<file path="src/design/pipe_cfg_pkg.sv">
// Pipeline widths, unit codes and writeback latencies.
// The reservation window must cover the longest fixed latency.
package pipe_cfg_pkg;

  localparam int word_w     = 32;
  localparam int reg_addr_w = 5;

  typedef enum logic [1:0] {
    FU_ALU, FU_MUL, FU_DIV, FU_LSU
  } fu_t;

  typedef enum logic [1:0] {
    SRC_A_RS1, SRC_A_PC, SRC_A_ZERO
  } src_a_t;

  typedef enum logic [1:0] {
    SRC_B_RS2, SRC_B_IMM_I, SRC_B_IMM_S, SRC_B_IMM_U
  } src_b_t;

  // cycles from accept to writeback
  localparam int lat_alu      = 1;
  localparam int lat_mul      = 4;
  localparam int lat_div      = 18;
  // divide by zero, by -1 or of the most negative word
  localparam int lat_div_fast = 1;

  localparam int wb_window = lat_div;

endpackage

</file>
<file path="src/design/rv_isa_pkg.sv">
// RV32I register/immediate and load/store encodings plus the M extension.
// Only the opcodes that the decode stage supports are listed here.
package rv_isa_pkg;

  // major opcodes
  typedef enum logic [6:0] {
    OP     = 7'b0110011,
    OP_IMM = 7'b0010011,
    LUI    = 7'b0110111,
    AUIPC  = 7'b0010111,
    LOAD   = 7'b0000011,
    STORE  = 7'b0100011
  } opcode_t;

  // funct3 for OP and OP-IMM
  localparam logic [2:0] f3_add_sub = 3'd0;
  localparam logic [2:0] f3_sll     = 3'd1;
  localparam logic [2:0] f3_slt     = 3'd2;
  localparam logic [2:0] f3_sltu    = 3'd3;
  localparam logic [2:0] f3_xor     = 3'd4;
  localparam logic [2:0] f3_srl_sra = 3'd5;
  localparam logic [2:0] f3_or      = 3'd6;
  localparam logic [2:0] f3_and     = 3'd7;

  localparam logic [6:0] funct7_base   = 7'b0000000;
  localparam logic [6:0] funct7_alt    = 7'b0100000;
  localparam logic [6:0] funct7_muldiv = 7'b0000001;

  typedef enum logic [3:0] {
    ALU_ADD, ALU_SUB, ALU_AND, ALU_OR, ALU_XOR,
    ALU_SLL, ALU_SRL, ALU_SRA, ALU_SLT, ALU_SLTU
  } alu_op_t;

  // one instruction word, four format views
  typedef union packed {
    struct packed {
      logic [6:0] funct7;
      logic [4:0] rs2;
      logic [4:0] rs1;
      logic [2:0] funct3;
      logic [4:0] rd;
      logic [6:0] opcode;
    } r;
    struct packed {
      logic [11:0] imm12;
      logic [4:0]  rs1;
      logic [2:0]  funct3;
      logic [4:0]  rd;
      logic [6:0]  opcode;
    } i;
    struct packed {
      logic [6:0] imm_hi;
      logic [4:0] rs2;
      logic [4:0] rs1;
      logic [2:0] funct3;
      logic [4:0] imm_lo;
      logic [6:0] opcode;
    } s;
    struct packed {
      logic [19:0] imm20;
      logic [4:0]  rd;
      logic [6:0]  opcode;
    } u;
  } instr_u;

endpackage

</file>
<file path="src/design/decode_ctrl_if.sv">
// Decoded control of the instruction currently offered by fetch.
// Driven only by the control unit; all other users read it.
interface decode_ctrl_if
  import rv_isa_pkg::*;
  import pipe_cfg_pkg::*;
();

  fu_t                   fu;
  alu_op_t               alu_op;
  logic [reg_addr_w-1:0] rs1;
  logic [reg_addr_w-1:0] rs2;
  logic [reg_addr_w-1:0] rd;
  logic                  wen;
  src_a_t                src_a;
  src_b_t                src_b;
  logic                  is_store;
  logic                  is_load;
  logic                  mul_high;
  logic                  div_rem;
  logic                  is_signed;
  logic                  illegal;

  modport cu (
    output fu, alu_op, rs1, rs2, rd, wen, src_a, src_b,
           is_store, is_load, mul_high, div_rem, is_signed, illegal
  );

  modport sel (input src_a, src_b);

  modport trk (input fu);

  modport disp (
    input fu, alu_op, rd, wen, is_store, is_load,
          mul_high, div_rem, is_signed, illegal
  );

endinterface

</file>
<file path="src/design/control_unit.sv">
// Combinational decode of OP, OP-IMM, LUI, AUIPC, loads, stores and RV32M.
// MULHSU is reported as signed; the multiplier sorts out the mixed case.
module control_unit
  import rv_isa_pkg::*;
  import pipe_cfg_pkg::*;
(
  decode_ctrl_if.cu ctrl,
  input instr_u     instr
);

  function automatic alu_op_t alu_decode(input logic [2:0] f3, input logic alt);
    alu_op_t op;
    case (f3)
      f3_add_sub: op = alt ? ALU_SUB : ALU_ADD;
      f3_sll:     op = ALU_SLL;
      f3_slt:     op = ALU_SLT;
      f3_sltu:    op = ALU_SLTU;
      f3_xor:     op = ALU_XOR;
      f3_srl_sra: op = alt ? ALU_SRA : ALU_SRL;
      f3_or:      op = ALU_OR;
      default:    op = ALU_AND;
    endcase
    return op;
  endfunction

  always_comb begin
    // defaults describe an illegal op on the ALU path
    ctrl.fu        = FU_ALU;
    ctrl.alu_op    = ALU_ADD;
    ctrl.rs1       = instr.r.rs1;
    ctrl.rs2       = instr.r.rs2;
    ctrl.rd        = instr.r.rd;
    ctrl.wen       = 1'b0;
    ctrl.src_a     = SRC_A_RS1;
    ctrl.src_b     = SRC_B_RS2;
    ctrl.is_store  = 1'b0;
    ctrl.is_load   = 1'b0;
    ctrl.mul_high  = 1'b0;
    ctrl.div_rem   = 1'b0;
    ctrl.is_signed = 1'b0;
    ctrl.illegal   = 1'b0;

    case (instr.r.opcode)
      OP: begin
        if (instr.r.funct7 == funct7_muldiv) begin
          ctrl.wen       = 1'b1;
          ctrl.fu        = instr.r.funct3[2] ? FU_DIV : FU_MUL;
          ctrl.mul_high  = !instr.r.funct3[2] && (instr.r.funct3 != 3'd0);
          ctrl.div_rem   = instr.r.funct3[2] && instr.r.funct3[1];
          ctrl.is_signed = instr.r.funct3[2] ? !instr.r.funct3[0] : (instr.r.funct3 != 3'd3);
        end else if (instr.r.funct7 == funct7_base ||
                     (instr.r.funct7 == funct7_alt &&
                      (instr.r.funct3 == f3_add_sub || instr.r.funct3 == f3_srl_sra))) begin
          ctrl.wen    = 1'b1;
          ctrl.alu_op = alu_decode(instr.r.funct3, instr.r.funct7[5]);
        end else begin
          ctrl.illegal = 1'b1;
        end
      end
      OP_IMM: begin
        ctrl.src_b = SRC_B_IMM_I;
        // shift immediates keep funct7 in imm[11:5]
        if ((instr.r.funct3 == f3_sll && instr.r.funct7 != funct7_base) ||
            (instr.r.funct3 == f3_srl_sra && instr.r.funct7 != funct7_base &&
             instr.r.funct7 != funct7_alt)) begin
          ctrl.illegal = 1'b1;
        end else begin
          ctrl.wen    = 1'b1;
          ctrl.alu_op = alu_decode(instr.r.funct3,
                                   instr.r.funct3 == f3_srl_sra && instr.r.funct7[5]);
        end
      end
      LUI: begin
        ctrl.wen   = 1'b1;
        ctrl.src_a = SRC_A_ZERO;
        ctrl.src_b = SRC_B_IMM_U;
      end
      AUIPC: begin
        ctrl.wen   = 1'b1;
        ctrl.src_a = SRC_A_PC;
        ctrl.src_b = SRC_B_IMM_U;
      end
      LOAD: begin
        if (instr.i.funct3 == 3'd3 || instr.i.funct3[2:1] == 2'b11) begin
          ctrl.illegal = 1'b1;
        end else begin
          ctrl.fu        = FU_LSU;
          ctrl.wen       = 1'b1;
          ctrl.is_load   = 1'b1;
          ctrl.src_b     = SRC_B_IMM_I;
          // LB and LH sign extend, LBU and LHU do not
          ctrl.is_signed = !instr.i.funct3[2];
        end
      end
      STORE: begin
        if (instr.s.funct3 > 3'd2) begin
          ctrl.illegal = 1'b1;
        end else begin
          ctrl.fu       = FU_LSU;
          ctrl.is_store = 1'b1;
          ctrl.src_b    = SRC_B_IMM_S;
          ctrl.rd       = '0;
        end
      end
      default: ctrl.illegal = 1'b1;
    endcase
  end

endmodule

</file>
<file path="src/design/decode_stage.sv">
// Decode stage top: fetch handshake in, one dispatch register out.
// Register file reads are combinational; flush does not clear the tracker.
module decode_stage
  import rv_isa_pkg::*;
  import pipe_cfg_pkg::*;
(
  input  logic                  CLK,
  input  logic                  nRST,
  input  logic                  in_valid,
  output logic                  in_ready,
  input  logic [word_w-1:0]     in_instr,
  input  logic [word_w-1:0]     in_pc,
  output logic [reg_addr_w-1:0] rs1_addr,
  output logic [reg_addr_w-1:0] rs2_addr,
  input  logic [word_w-1:0]     rs1_data,
  input  logic [word_w-1:0]     rs2_data,
  input  logic                  rs1_byp_en,
  input  logic [word_w-1:0]     rs1_byp_data,
  input  logic                  rs2_byp_en,
  input  logic [word_w-1:0]     rs2_byp_data,
  input  logic                  flush,
  output logic                  out_valid,
  input  logic                  out_ready,
  output fu_t                   out_fu,
  output alu_op_t               out_alu_op,
  output logic [reg_addr_w-1:0] out_rd,
  output logic                  out_wen,
  output logic                  out_mul_high,
  output logic                  out_div_rem,
  output logic                  out_signed,
  output logic                  out_illegal,
  output logic [word_w-1:0]     out_port_a,
  output logic [word_w-1:0]     out_port_b,
  output logic [word_w-1:0]     out_store_data,
  output logic [word_w-1:0]     out_pc
);

  instr_u            instr;
  logic [word_w-1:0] port_a;
  logic [word_w-1:0] port_b;
  logic [word_w-1:0] store_data;
  logic              div_fast;
  logic              conflict;
  logic              free;
  logic              accept;

  decode_ctrl_if ctrl ();

  assign instr    = in_instr;
  assign rs1_addr = ctrl.rs1;
  assign rs2_addr = ctrl.rs2;

  // take a new op only when its writeback slot and the output are free
  assign in_ready = !conflict && free && !flush;
  assign accept   = in_valid && in_ready;

  control_unit u_cu (
    .ctrl  (ctrl),
    .instr (instr)
  );

  operand_select u_sel (
    .ctrl(ctrl), .instr(instr), .pc(in_pc),
    .rs1_data(rs1_data), .rs2_data(rs2_data),
    .rs1_byp_en(rs1_byp_en), .rs1_byp_data(rs1_byp_data),
    .rs2_byp_en(rs2_byp_en), .rs2_byp_data(rs2_byp_data),
    .port_a(port_a), .port_b(port_b), .store_data(store_data), .div_fast(div_fast)
  );

  wb_conflict_tracker u_trk (
    .CLK(CLK), .nRST(nRST), .ctrl(ctrl),
    .accept(accept), .div_fast(div_fast), .conflict(conflict)
  );

  dispatch_reg u_disp (
    .CLK(CLK), .nRST(nRST), .ctrl(ctrl),
    .port_a(port_a), .port_b(port_b), .store_data(store_data), .pc(in_pc),
    .load(accept), .flush(flush), .out_ready(out_ready), .free(free),
    .out_valid(out_valid), .out_fu(out_fu), .out_alu_op(out_alu_op), .out_rd(out_rd),
    .out_wen(out_wen), .out_mul_high(out_mul_high), .out_div_rem(out_div_rem),
    .out_signed(out_signed), .out_illegal(out_illegal),
    .out_port_a(out_port_a), .out_port_b(out_port_b),
    .out_store_data(out_store_data), .out_pc(out_pc)
  );

endmodule

</file>
<file path="src/design/dispatch_reg.sv">
// Decode/execute pipeline register with valid/ready on the execute side.
// Only out_valid is reset; payload fields are undefined until the first load.
module dispatch_reg
  import rv_isa_pkg::*;
  import pipe_cfg_pkg::*;
(
  input  logic                  CLK,
  input  logic                  nRST,
  decode_ctrl_if.disp           ctrl,
  input  logic [word_w-1:0]     port_a,
  input  logic [word_w-1:0]     port_b,
  input  logic [word_w-1:0]     store_data,
  input  logic [word_w-1:0]     pc,
  input  logic                  load,
  input  logic                  flush,
  input  logic                  out_ready,
  output logic                  free,
  output logic                  out_valid,
  output fu_t                   out_fu,
  output alu_op_t               out_alu_op,
  output logic [reg_addr_w-1:0] out_rd,
  output logic                  out_wen,
  output logic                  out_mul_high,
  output logic                  out_div_rem,
  output logic                  out_signed,
  output logic                  out_illegal,
  output logic [word_w-1:0]     out_port_a,
  output logic [word_w-1:0]     out_port_b,
  output logic [word_w-1:0]     out_store_data,
  output logic [word_w-1:0]     out_pc
);

  assign free = !out_valid || out_ready;

  always_ff @(posedge CLK or negedge nRST) begin
    if (!nRST) begin
      out_valid <= 1'b0;
    end else if (flush) begin
      out_valid <= 1'b0;
    end else if (load) begin
      out_valid <= 1'b1;
    end else if (out_ready) begin
      out_valid <= 1'b0;
    end
  end

  always_ff @(posedge CLK) begin
    if (load) begin
      out_fu         <= ctrl.fu;
      out_alu_op     <= ctrl.alu_op;
      out_rd         <= ctrl.rd;
      out_wen        <= ctrl.wen;
      out_mul_high   <= ctrl.mul_high;
      out_div_rem    <= ctrl.div_rem;
      out_signed     <= ctrl.is_signed;
      out_illegal    <= ctrl.illegal;
      out_port_a     <= port_a;
      out_port_b     <= port_b;
      // store data is only meaningful for stores
      out_store_data <= ctrl.is_store ? store_data : '0;
      out_pc         <= pc;
    end
  end

  a_hold_payload: assert property (
    @(posedge CLK) disable iff (!nRST)
    out_valid && !out_ready |=> $stable({out_fu, out_alu_op, out_rd, out_wen,
                                         out_mul_high, out_div_rem, out_signed,
                                         out_illegal, out_port_a, out_port_b,
                                         out_store_data, out_pc})
  );

endmodule

</file>
<file path="src/design/operand_select.sv">
// Immediate extension, bypass muxing and operand selection.
// Purely combinational; bypass data always wins over the register file.
module operand_select
  import rv_isa_pkg::*;
  import pipe_cfg_pkg::*;
(
  decode_ctrl_if.sel        ctrl,
  input  instr_u            instr,
  input  logic [word_w-1:0] pc,
  input  logic [word_w-1:0] rs1_data,
  input  logic [word_w-1:0] rs2_data,
  input  logic              rs1_byp_en,
  input  logic [word_w-1:0] rs1_byp_data,
  input  logic              rs2_byp_en,
  input  logic [word_w-1:0] rs2_byp_data,
  output logic [word_w-1:0] port_a,
  output logic [word_w-1:0] port_b,
  output logic [word_w-1:0] store_data,
  output logic              div_fast
);

  logic [word_w-1:0] imm_i;
  logic [word_w-1:0] imm_s;
  logic [word_w-1:0] imm_u;
  logic [word_w-1:0] rs1_val;
  logic [word_w-1:0] rs2_val;

  assign imm_i = {{(word_w-12){instr.i.imm12[11]}}, instr.i.imm12};
  assign imm_s = {{(word_w-12){instr.s.imm_hi[6]}}, instr.s.imm_hi, instr.s.imm_lo};
  assign imm_u = {instr.u.imm20, {(word_w-20){1'b0}}};

  assign rs1_val = rs1_byp_en ? rs1_byp_data : rs1_data;
  assign rs2_val = rs2_byp_en ? rs2_byp_data : rs2_data;

  always_comb begin
    case (ctrl.src_a)
      SRC_A_RS1: port_a = rs1_val;
      SRC_A_PC:  port_a = pc;
      default:   port_a = '0;
    endcase
  end

  always_comb begin
    case (ctrl.src_b)
      SRC_B_RS2:   port_b = rs2_val;
      SRC_B_IMM_I: port_b = imm_i;
      SRC_B_IMM_S: port_b = imm_s;
      default:     port_b = imm_u;
    endcase
  end

  assign store_data = rs2_val;

  // divider finishes early on these corner cases
  assign div_fast = (port_a == {1'b1, {(word_w-1){1'b0}}}) ||
                    (port_b == '1) || (port_b == '0);

endmodule

</file>
<file path="src/design/wb_conflict_tracker.sv">
// Tracks future use of the shared writeback port, one bit per cycle ahead.
// Loads and stores reserve nothing, their latency is not fixed.
module wb_conflict_tracker
  import pipe_cfg_pkg::*;
(
  input  logic        CLK,
  input  logic        nRST,
  decode_ctrl_if.trk  ctrl,
  input  logic        accept,
  input  logic        div_fast,
  output logic        conflict
);

  logic [wb_window-1:0] resv;
  logic [wb_window-1:0] slot;

  // slot for latency L sits at bit L-1
  always_comb begin
    slot = '0;
    case (ctrl.fu)
      FU_ALU: slot[lat_alu-1] = 1'b1;
      FU_MUL: slot[lat_mul-1] = 1'b1;
      FU_DIV: begin
        if (div_fast) begin
          slot[lat_div_fast-1] = 1'b1;
        end else begin
          slot[lat_div-1] = 1'b1;
        end
      end
      default: slot = '0;
    endcase
  end

  assign conflict = |(resv & slot);

  // claim the slot, then age everything by one cycle
  always_ff @(posedge CLK or negedge nRST) begin
    if (!nRST) begin
      resv <= '0;
    end else if (accept) begin
      resv <= (resv | slot) >> 1;
    end else begin
      resv <= resv >> 1;
    end
  end

  // handshake logic at the top must never let a colliding op through
  a_no_double_wb: assert property (
    @(posedge CLK) disable iff (!nRST)
    accept |-> (resv & slot) == '0
  );

endmodule

</file>
<file path="config.mk">
export PLATFORM = sky130hd
export DESIGN_NAME = decode_stage
export DESIGN_NICKNAME = d
export VERILOG_FILES = /design/src/design/pipe_cfg_pkg.sv /design/src/design/rv_isa_pkg.sv /design/src/design/decode_ctrl_if.sv /design/src/design/control_unit.sv /design/src/design/decode_stage.sv /design/src/design/dispatch_reg.sv /design/src/design/operand_select.sv /design/src/design/wb_conflict_tracker.sv
export SDC_FILE = /design/constraint.sdc
export NUM_CORES = 1
export LEC_CHECK = 0
export ABC_AREA = 0
export BUFFER_PORTS_ARGS = -buffer_cell sky130_fd_sc_hd__buf_2
export CORE_UTILIZATION = 43
export CTS_BUF_LIST = sky130_fd_sc_hd__clkbuf_16
export CTS_CLUSTER_SIZE = 12
export DETAILED_ROUTE_END_ITERATION = 8
export PLACE_DENSITY = 0.89
export SLEW_MARGIN = 40
export SYNTH_ARGS = -nofsm -noshare
export SYNTH_HDL_FRONTEND = slang
export SYNTH_SLANG_ARGS = --single-unit
export TNS_END_PERCENT = 5
</file>
<file path="constraint.sdc">
create_clock -name CLK -period 8.35 [get_ports CLK]
set_clock_uncertainty 0.05 [all_clocks]
set_input_delay 2.0875 -clock CLK [delete_from_list [all_inputs] [get_ports CLK]]
set_output_delay 2.0875 -clock CLK [all_outputs]
set_load 0.1 [all_outputs]
</file>
; Word-level counts from Yosys, hierarchy flattened
; Cells that the tools add are included.
[word_totals]
ff_bits = 162
input_bits = 199
output_inout_bits = 156
word_cells = 126
[classes]
n_lt_le_gt_ge = 1
eq_ne = 24
mux = 51
n_bitwise = 2
n_reduce_logical = 34
[ops]
columns = op, count
row1 = one-hot mux 32 bit (3 select lines), 1
row2 = "equality test 32 bit, second input constant", 2
row3 = two-way mux 32 bit, 2
row4 = one-hot mux 32 bit (2 select lines), 1
row5 = one-hot mux 4 bit (7 select lines), 2
row6 = zero test 32 bit, 1
row7 = "equality test 7 x 6 -> 1 bit, second input constant", 4
row8 = two-way mux 1 bit, 26
row9 = AND 17 x 18 -> 18 bit, 1
row10 = bitwise OR 17 x 18 -> 18 bit, 1
row11 = OR reduction 18 bit, 1
row12 = two-way mux 17 bit, 1
row13 = "equality test 7 x 5 -> 1 bit, second input constant", 2
row14 = two-way mux 4 bit, 3
row15 = logical AND 1 bit, 10
row16 = two-way mux 2 bit, 5
row17 = two-way mux 5 bit, 2
row18 = "equality test 3 bit, second input constant", 3
row19 = one-hot mux 2 bit (4 select lines), 1
row20 = one-hot mux 4 bit (2 select lines), 1
row21 = "equality test 7 x 1 -> 1 bit, second input constant", 1
row22 = "equality test 7 x 2 -> 1 bit, second input constant", 1
row23 = zero test 7 bit, 1
row24 = logical OR 1 bit, 7
row25 = other kinds (19), 32

; Logic depth before layout (Yosys ltp)
[logic_depth]
word_depth = 19
mapped_depth = 11
mapped_depth_nobuf = 8

; Modules after synthesis
; A second synthesis with hierarchy kept.
[unflattened]
hier_cells = 591
hier_area_um2 = 7771.2
[by_module_without_submodules]
columns = module, n_inst, cells_per_inst, area_each_um2, seq_area_each_um2
row1 = dispatch_reg, 1, 183, 4619.4, 4349.2
row2 = operand_select, 1, 304, 2135.8, 0.0
row3 = control_unit, 1, 79, 529.3, 0.0
row4 = wb_conflict_tracker, 1, 23, 466.7, 425.4
row5 = decode_stage, 1, 2, 20.0, 0.0

; Worst setup path before layout
; No wires, ideal clock.
[synth_path]
kind = input to register
startpoint = in in_instr[4]
endpoint = reg u_disp.out_alu_op[0] (enable)
setup_time_ps = 695
t_arrival_ps = 10425
t_required_ps = 7605
path_slack_ps = -2819
cell_stages = 9
n_path_buf = 1
cell_sequence = buf_2 > or2_2 > a211oi_1 > a22oi_1 > o22ai_1 > nor4_1 > a31oi_1 > o31ai_2 > a21oi_1
[synth_between]
elab_chain_len = 16
word_cells_on_any_way = 36
cone_classes = 13 x eq/ne / 10 x mux / 1 x bitwise / 12 x reduce/logical
[synth_lines]
columns = item, line
row1 = start: declaration, decode_stage.sv:11  ; input logic [word_w-1:0] in_instr,
row2 = equality test 7 x 6 -> 1 bit / equality test 7 x 5 -> 1 bit (equally long branches), control_unit.sv:43  ; case (instr.r.opcode)
row3 = OR reduction 2 bit (no source line), --
row4 = one-hot mux 2 bit (4 select lines) *, control_unit.sv:43
row5 = equality test 2 bit (tied with other cells), operand_select.sv:44  ; case (ctrl.src_b)
row6 = one-hot mux 32 bit (3 select lines) *, operand_select.sv:44
row7 = named net port_b[13], decode_stage.sv:40  ; logic [word_w-1:0] port_b;
row8 = equality test 32 bit, operand_select.sv:56  ; (port_b == '1) || (port_b == '0);
row9 = logical OR 1 bit, operand_select.sv:55  ; assign div_fast = (port_a == {1'b1, {(word_w-1){1'b0}}}) ||
row10 = logical OR 1 bit *, operand_select.sv:56
row11 = two-way mux 1 bit, wb_conflict_tracker.sv:24  ; if (div_fast) begin
row12 = one-hot mux 1 bit (2 select lines) / two-way mux 1 bit (equally long branches), wb_conflict_tracker.sv:20  ; case (ctrl.fu)
row13 = AND 17 x 18 -> 18 bit *, wb_conflict_tracker.sv:34  ; assign conflict = |(resv & slot);
row14 = OR reduction 18 bit *, wb_conflict_tracker.sv:34
row15 = zero test 1 bit *, decode_stage.sv:54  ; assign in_ready = !conflict && free && !flush;
row16 = logical AND 1 bit * (2 in a row), decode_stage.sv:54
row17 = logical AND 1 bit *, decode_stage.sv:55  ; assign accept = in_valid && in_ready;
row18 = named net accept, decode_stage.sv:45  ; logic accept;
row19 = end signal: assignment, dispatch_reg.sv:50  ; out_alu_op <= ctrl.alu_op;
row20 = end: declaration, dispatch_reg.sv:20  ; output alu_op_t out_alu_op,
; The timed path passes the listed nets; every way through them passes the cells marked *.
; A chain may end at the register's enable or synchronous reset.

; Worst setup path after layout
[layout_path]
startpoint = in rs2_byp_en
endpoint = out in_ready
[layout_between]
elab_chain_len = 12
word_cells_on_any_way = 15
cone_classes = 1 x eq/ne / 6 x mux / 1 x bitwise / 7 x reduce/logical
[layout_lines]
columns = item, line
row1 = start: declaration, decode_stage.sv:19  ; input logic rs2_byp_en,
row2 = two-way mux 32 bit *, operand_select.sv:33  ; assign rs2_val = rs2_byp_en ? rs2_byp_data : rs2_data;
row3 = one-hot mux 32 bit (3 select lines) *, operand_select.sv:44
row4 = equality test 32 bit, operand_select.sv:56
row5 = logical OR 1 bit, operand_select.sv:55
row6 = logical OR 1 bit *, operand_select.sv:56
row7 = two-way mux 1 bit, wb_conflict_tracker.sv:24
row8 = one-hot mux 1 bit (2 select lines) / two-way mux 1 bit (equally long branches), wb_conflict_tracker.sv:20
row9 = AND 17 x 18 -> 18 bit *, wb_conflict_tracker.sv:34
row10 = OR reduction 18 bit *, wb_conflict_tracker.sv:34
row11 = zero test 1 bit *, decode_stage.sv:54
row12 = logical AND 1 bit * (2 in a row), decode_stage.sv:54
row13 = end: declaration, decode_stage.sv:10  ; output logic in_ready,
; Every way passes the cells marked *; elsewhere a longest branch is shown, timed or not.

==> flow_summary_export.csv <==
group,metric,value,unit
cells_and_area,design_area,0.01046,sq mm
logic_synthesis,avgSynthCellArea,11.92,sq um
clock_tree,worstSkewPairLatency,0.43,ns
logic_synthesis,synth-simple-area-share,15.38,%
clock_tree,cts_setup_buffers,0,
timing,finalHoldViolCount,0,
critical_path,arrival,5.20,ns
logic_synthesis,yosys.area.top_type,"edfxtp_1",
detailed_routing,via_count,7334,
hold_path,min_path_cells,0,
critical_path,crit_family,"compound AO/OA/AOI/OAI gates",
placed_design,placed_area,0.009857,sq mm
logic_synthesis,synth_compound_area_share,12.32,%
logic_synthesis,syn_area,0.007940,sq mm
logic_synthesis,synthCells,666,
die,initial_core_util,44.05,%
timing,relSlewSlack,48.14,%
critical_path,cp.buffers_inverters,2,
logic_synthesis,synthArstFlopShare,11.11,%
timing,period_share,87.83,%
global_route,grt.total_usage,29.57,%
logic_synthesis,yosys_most_used_dff,"edfxtp_1",
die,core,0.01802,sq mm
critical_path,startpoint_type,"input port",
logic_synthesis,yosysMostFrequentCell,"edfxtp_1",
placed_design,place_inst,1212,
placed_design,gp_routability_congestion,0.9500,
critical_path,crit_path_cell_trace,"buf_2, mux2i_1, nand2b_1, o2111ai_1, or3_1, a2111oi_2, a31oi_1, o31ai_2, a21boi_1, buf_2",
detailed_routing,ant_nets,0,
global_route,grt.met3_usage,6.469,%
critical_path,cpPeakStageDelay,0.61,ns
logic_synthesis,synth_cell_types,66,
timing,hold_slack,0.2992,ns
logic_synthesis,yosys.area_share.xor_xnor,0.1103,%
detailed_routing,first_iter_violations,957,
global_route,met2_usage,51.58,%
hold_path,min_from,"u_trk.resv[11]$_DFF_PN0_",
logic_synthesis,synth_seq_cells,162,
critical_path,rr_startpoint,"u_disp.out_valid$_DFFE_PN0P_",
critical_path,required,6.21,ns
logic_synthesis,ys_top_cells_by_count,"edfxtp_1, nor2_1, mux2i_1, o21ai_0, nand3_1",
clock_tree,cts.clk_slew.worst_paths,0.07,ns
global_route,use_met1,34.70,%
flow_run,cap_violations,0,
timing,finalCriticalPeriod,7.334,ns
detailed_routing,routedWlPerCell,22.65,microns
global_route,overflow,0,
clock_tree,htree_num_levels,4,
critical_path,r2r_setup_slack,5.44,ns
clock_tree,cts_resized,0,
power,p_leak,4.319,nW
timing,rsz0062_at_grt,"false",
cells_and_area,final_nets,1201,
clock_tree,numCtsBuffers,17,
cells_and_area,syn2layout_area_growth,31.70,%
placed_design,pre_cts_ws,1.063,ns
logic_synthesis,yosys_warnings,0,
logic_synthesis,synth_top_family_by_area,"simple AND/OR/NAND/NOR gates",
critical_path,slowest_stage,"o31ai_2",
logic_synthesis,synthesis.nets,865,
critical_path,critPathMostFrequentCell,"buf_2",
power,power_density,214.7,mW/mm^2
logic_synthesis,yosysSeqAreaShare,60.13,%
timing,tightest_slew,0.7779,ns
global_route,grt_max_degree,66,
die,die_width,137.9,microns
logic_synthesis,synth_fa_ha_area_share,0,%
clock_tree,cts_hold_buf,0,
critical_path,endpoint_kind,"primary output",
run_status,status,"completed",
critical_path,reg2reg_depth,6,
critical_path,crit_path_max_fanout,28,
critical_path,crit_type,"input port to primary output",
timing,slew_viol_final,0,
timing,timing.fmax,136.3,MHz
detailed_routing,wl,28.21,mm
die,ios,355,
die,die_h,137.9,microns
detailed_routing,vias_per_cell,5.891,
timing,finalSetupViolCount,0,
global_route,top_usage_layer,"met2",
hold_path,hold_path_end,"u_trk.resv[10]$_DFF_PN0_",
global_route,grt_antenna_before_repair,2,
cells_and_area,drive_gt1_share,41.58,%
logic_synthesis,yosys.area.top_type_share,54.46,%
clock_tree,clockBufferDepth,2,
logic_synthesis,synth-edff-count,144,
critical_path,timing.rr.end,"u_disp.out_pc[28]$_DFFE_PP_",
detailed_routing,remaining_drc_errors,0,
clock_tree,cts_tree,"yes",
die,dieArea,0.01901,sq mm
clock_tree,cts_num_sinks,162,
timing,fin_ws,1.016,ns
clock_tree,cts-root-buf,"clkbuf_16",
logic_synthesis,synth_mux_area_share,8.052,%
hold_path,hold_path.class,"flip-flop to flip-flop",
power,ir_drop,0.1391,mV
placed_design,io_buffers,354,
detailed_routing,dr.pass1.iters,8,
cells_and_area,stdcell_count,1245,
global_route,grt_pass1_wl,40.45,mm
timing,fin_tns_setup,0,ns
placed_design,hpwl,21.54,mm
global_route,grt_pass1_vias,7077,
logic_synthesis,synthTopCellsByArea,"edfxtp_1, mux2i_1, dfrtp_1",
die,rows,49,
==> cell families after synthesis <==
kind of cell / Yosys count
multiplexers: 62
AO/OA/AOI/OAI: 146
AND/OR/NAND/NOR: 234
flip-flops: 162
XOR/XNOR: 1
buffers and inverters: 61
==> cell type report <==
cell class,instances,area (sq um)
timing repair buffer,368,1881
tap,229,286.5
antenna,1,2.502
clock buffer,17,425.4
sequential,162,4775
inverter,10,37.54
clock inverter,15,168.9
multi-input combinational,443,2882
fill,1540,7567
==> sequential cells by signal (all words and copies together) (netlist names) <==
signal,count
u_disp.out_pc,32
u_disp.out_port_a,32
u_disp.out_port_b,32
u_disp.out_store_data,32
u_trk.resv,17
u_disp.out_rd,5
u_disp.out_alu_op,4
u_disp.out_fu,2
u_disp.out_div_rem,1
u_disp.out_illegal,1
u_disp.out_mul_high,1
u_disp.out_signed,1
u_disp.out_valid,1
u_disp.out_wen,1
==> cells in the final DEF, fill, tap and decap left out, types with 4 or more instances in the layout <==
cell / count
a21oi_1: 21
nand3_1: 38
o21ai_1: 5
a221o_1: 4
edfxtp_1: 144
and2_1: 14
and3_1: 4
inv_6: 4
nor2_1: 57
nor4_1: 26
inv_1: 9
o22ai_1: 7
buf_2: 354
mux2i_1: 56
a211oi_1: 9
a21o_1: 5
nand2_1: 27
o221ai_1: 4
o21ai_0: 44
nand4_1: 12
buf_4: 13
or2_2: 7
nor2b_1: 8
clkbuf_16: 17
a22oi_1: 5
mux2_2: 5
nor3_1: 15
nand2b_1: 5
dfrtp_1: 18
==> how the worst max path moves through the flow <==
stage	cells past startpoint	start	to
finish	10	rs2_byp_en	in_ready
floorplan	8	in_instr[29]	u_disp.out_alu_op[0]$_DFFE_PP_
detailed placement	10	rs2_byp_en	in_ready
global placement	10	rs2_byp_en	in_ready
global route	10	rs2_byp_en	in_ready
CTS	10	rs2_byp_en	in_ready
==> metal layers <==
| layer | routed length [microns] | share of wire [%] |
|---|---|---|
| met4 | 1049 | 3.7 |
| met2 | 14290 | 51 |
| met3 | 2762 | 9.8 |
| met5 | 11 | 0.039 |
| met1 | 10090 | 36 |
==> power breakdown <==
group	total [mW]	switching, mW	internal (mW)
logic	0.514	0.411	0.103
registers	0.935	0.00928	0.926
clock network	0.796	0.346	0.450
==> per-stage QoR <==
stage | total power, mW | util (%)
after global placement | 1.459 | 54.69
after global routing | 2.305 | 58.02
after detailed placement | 1.462 | 54.69
final | 2.245 | 58.02
after floorplan | 1.329 | -
after CTS | 2.251 | 57.98
Note: power is estimated with default switching activity, not from simulation.
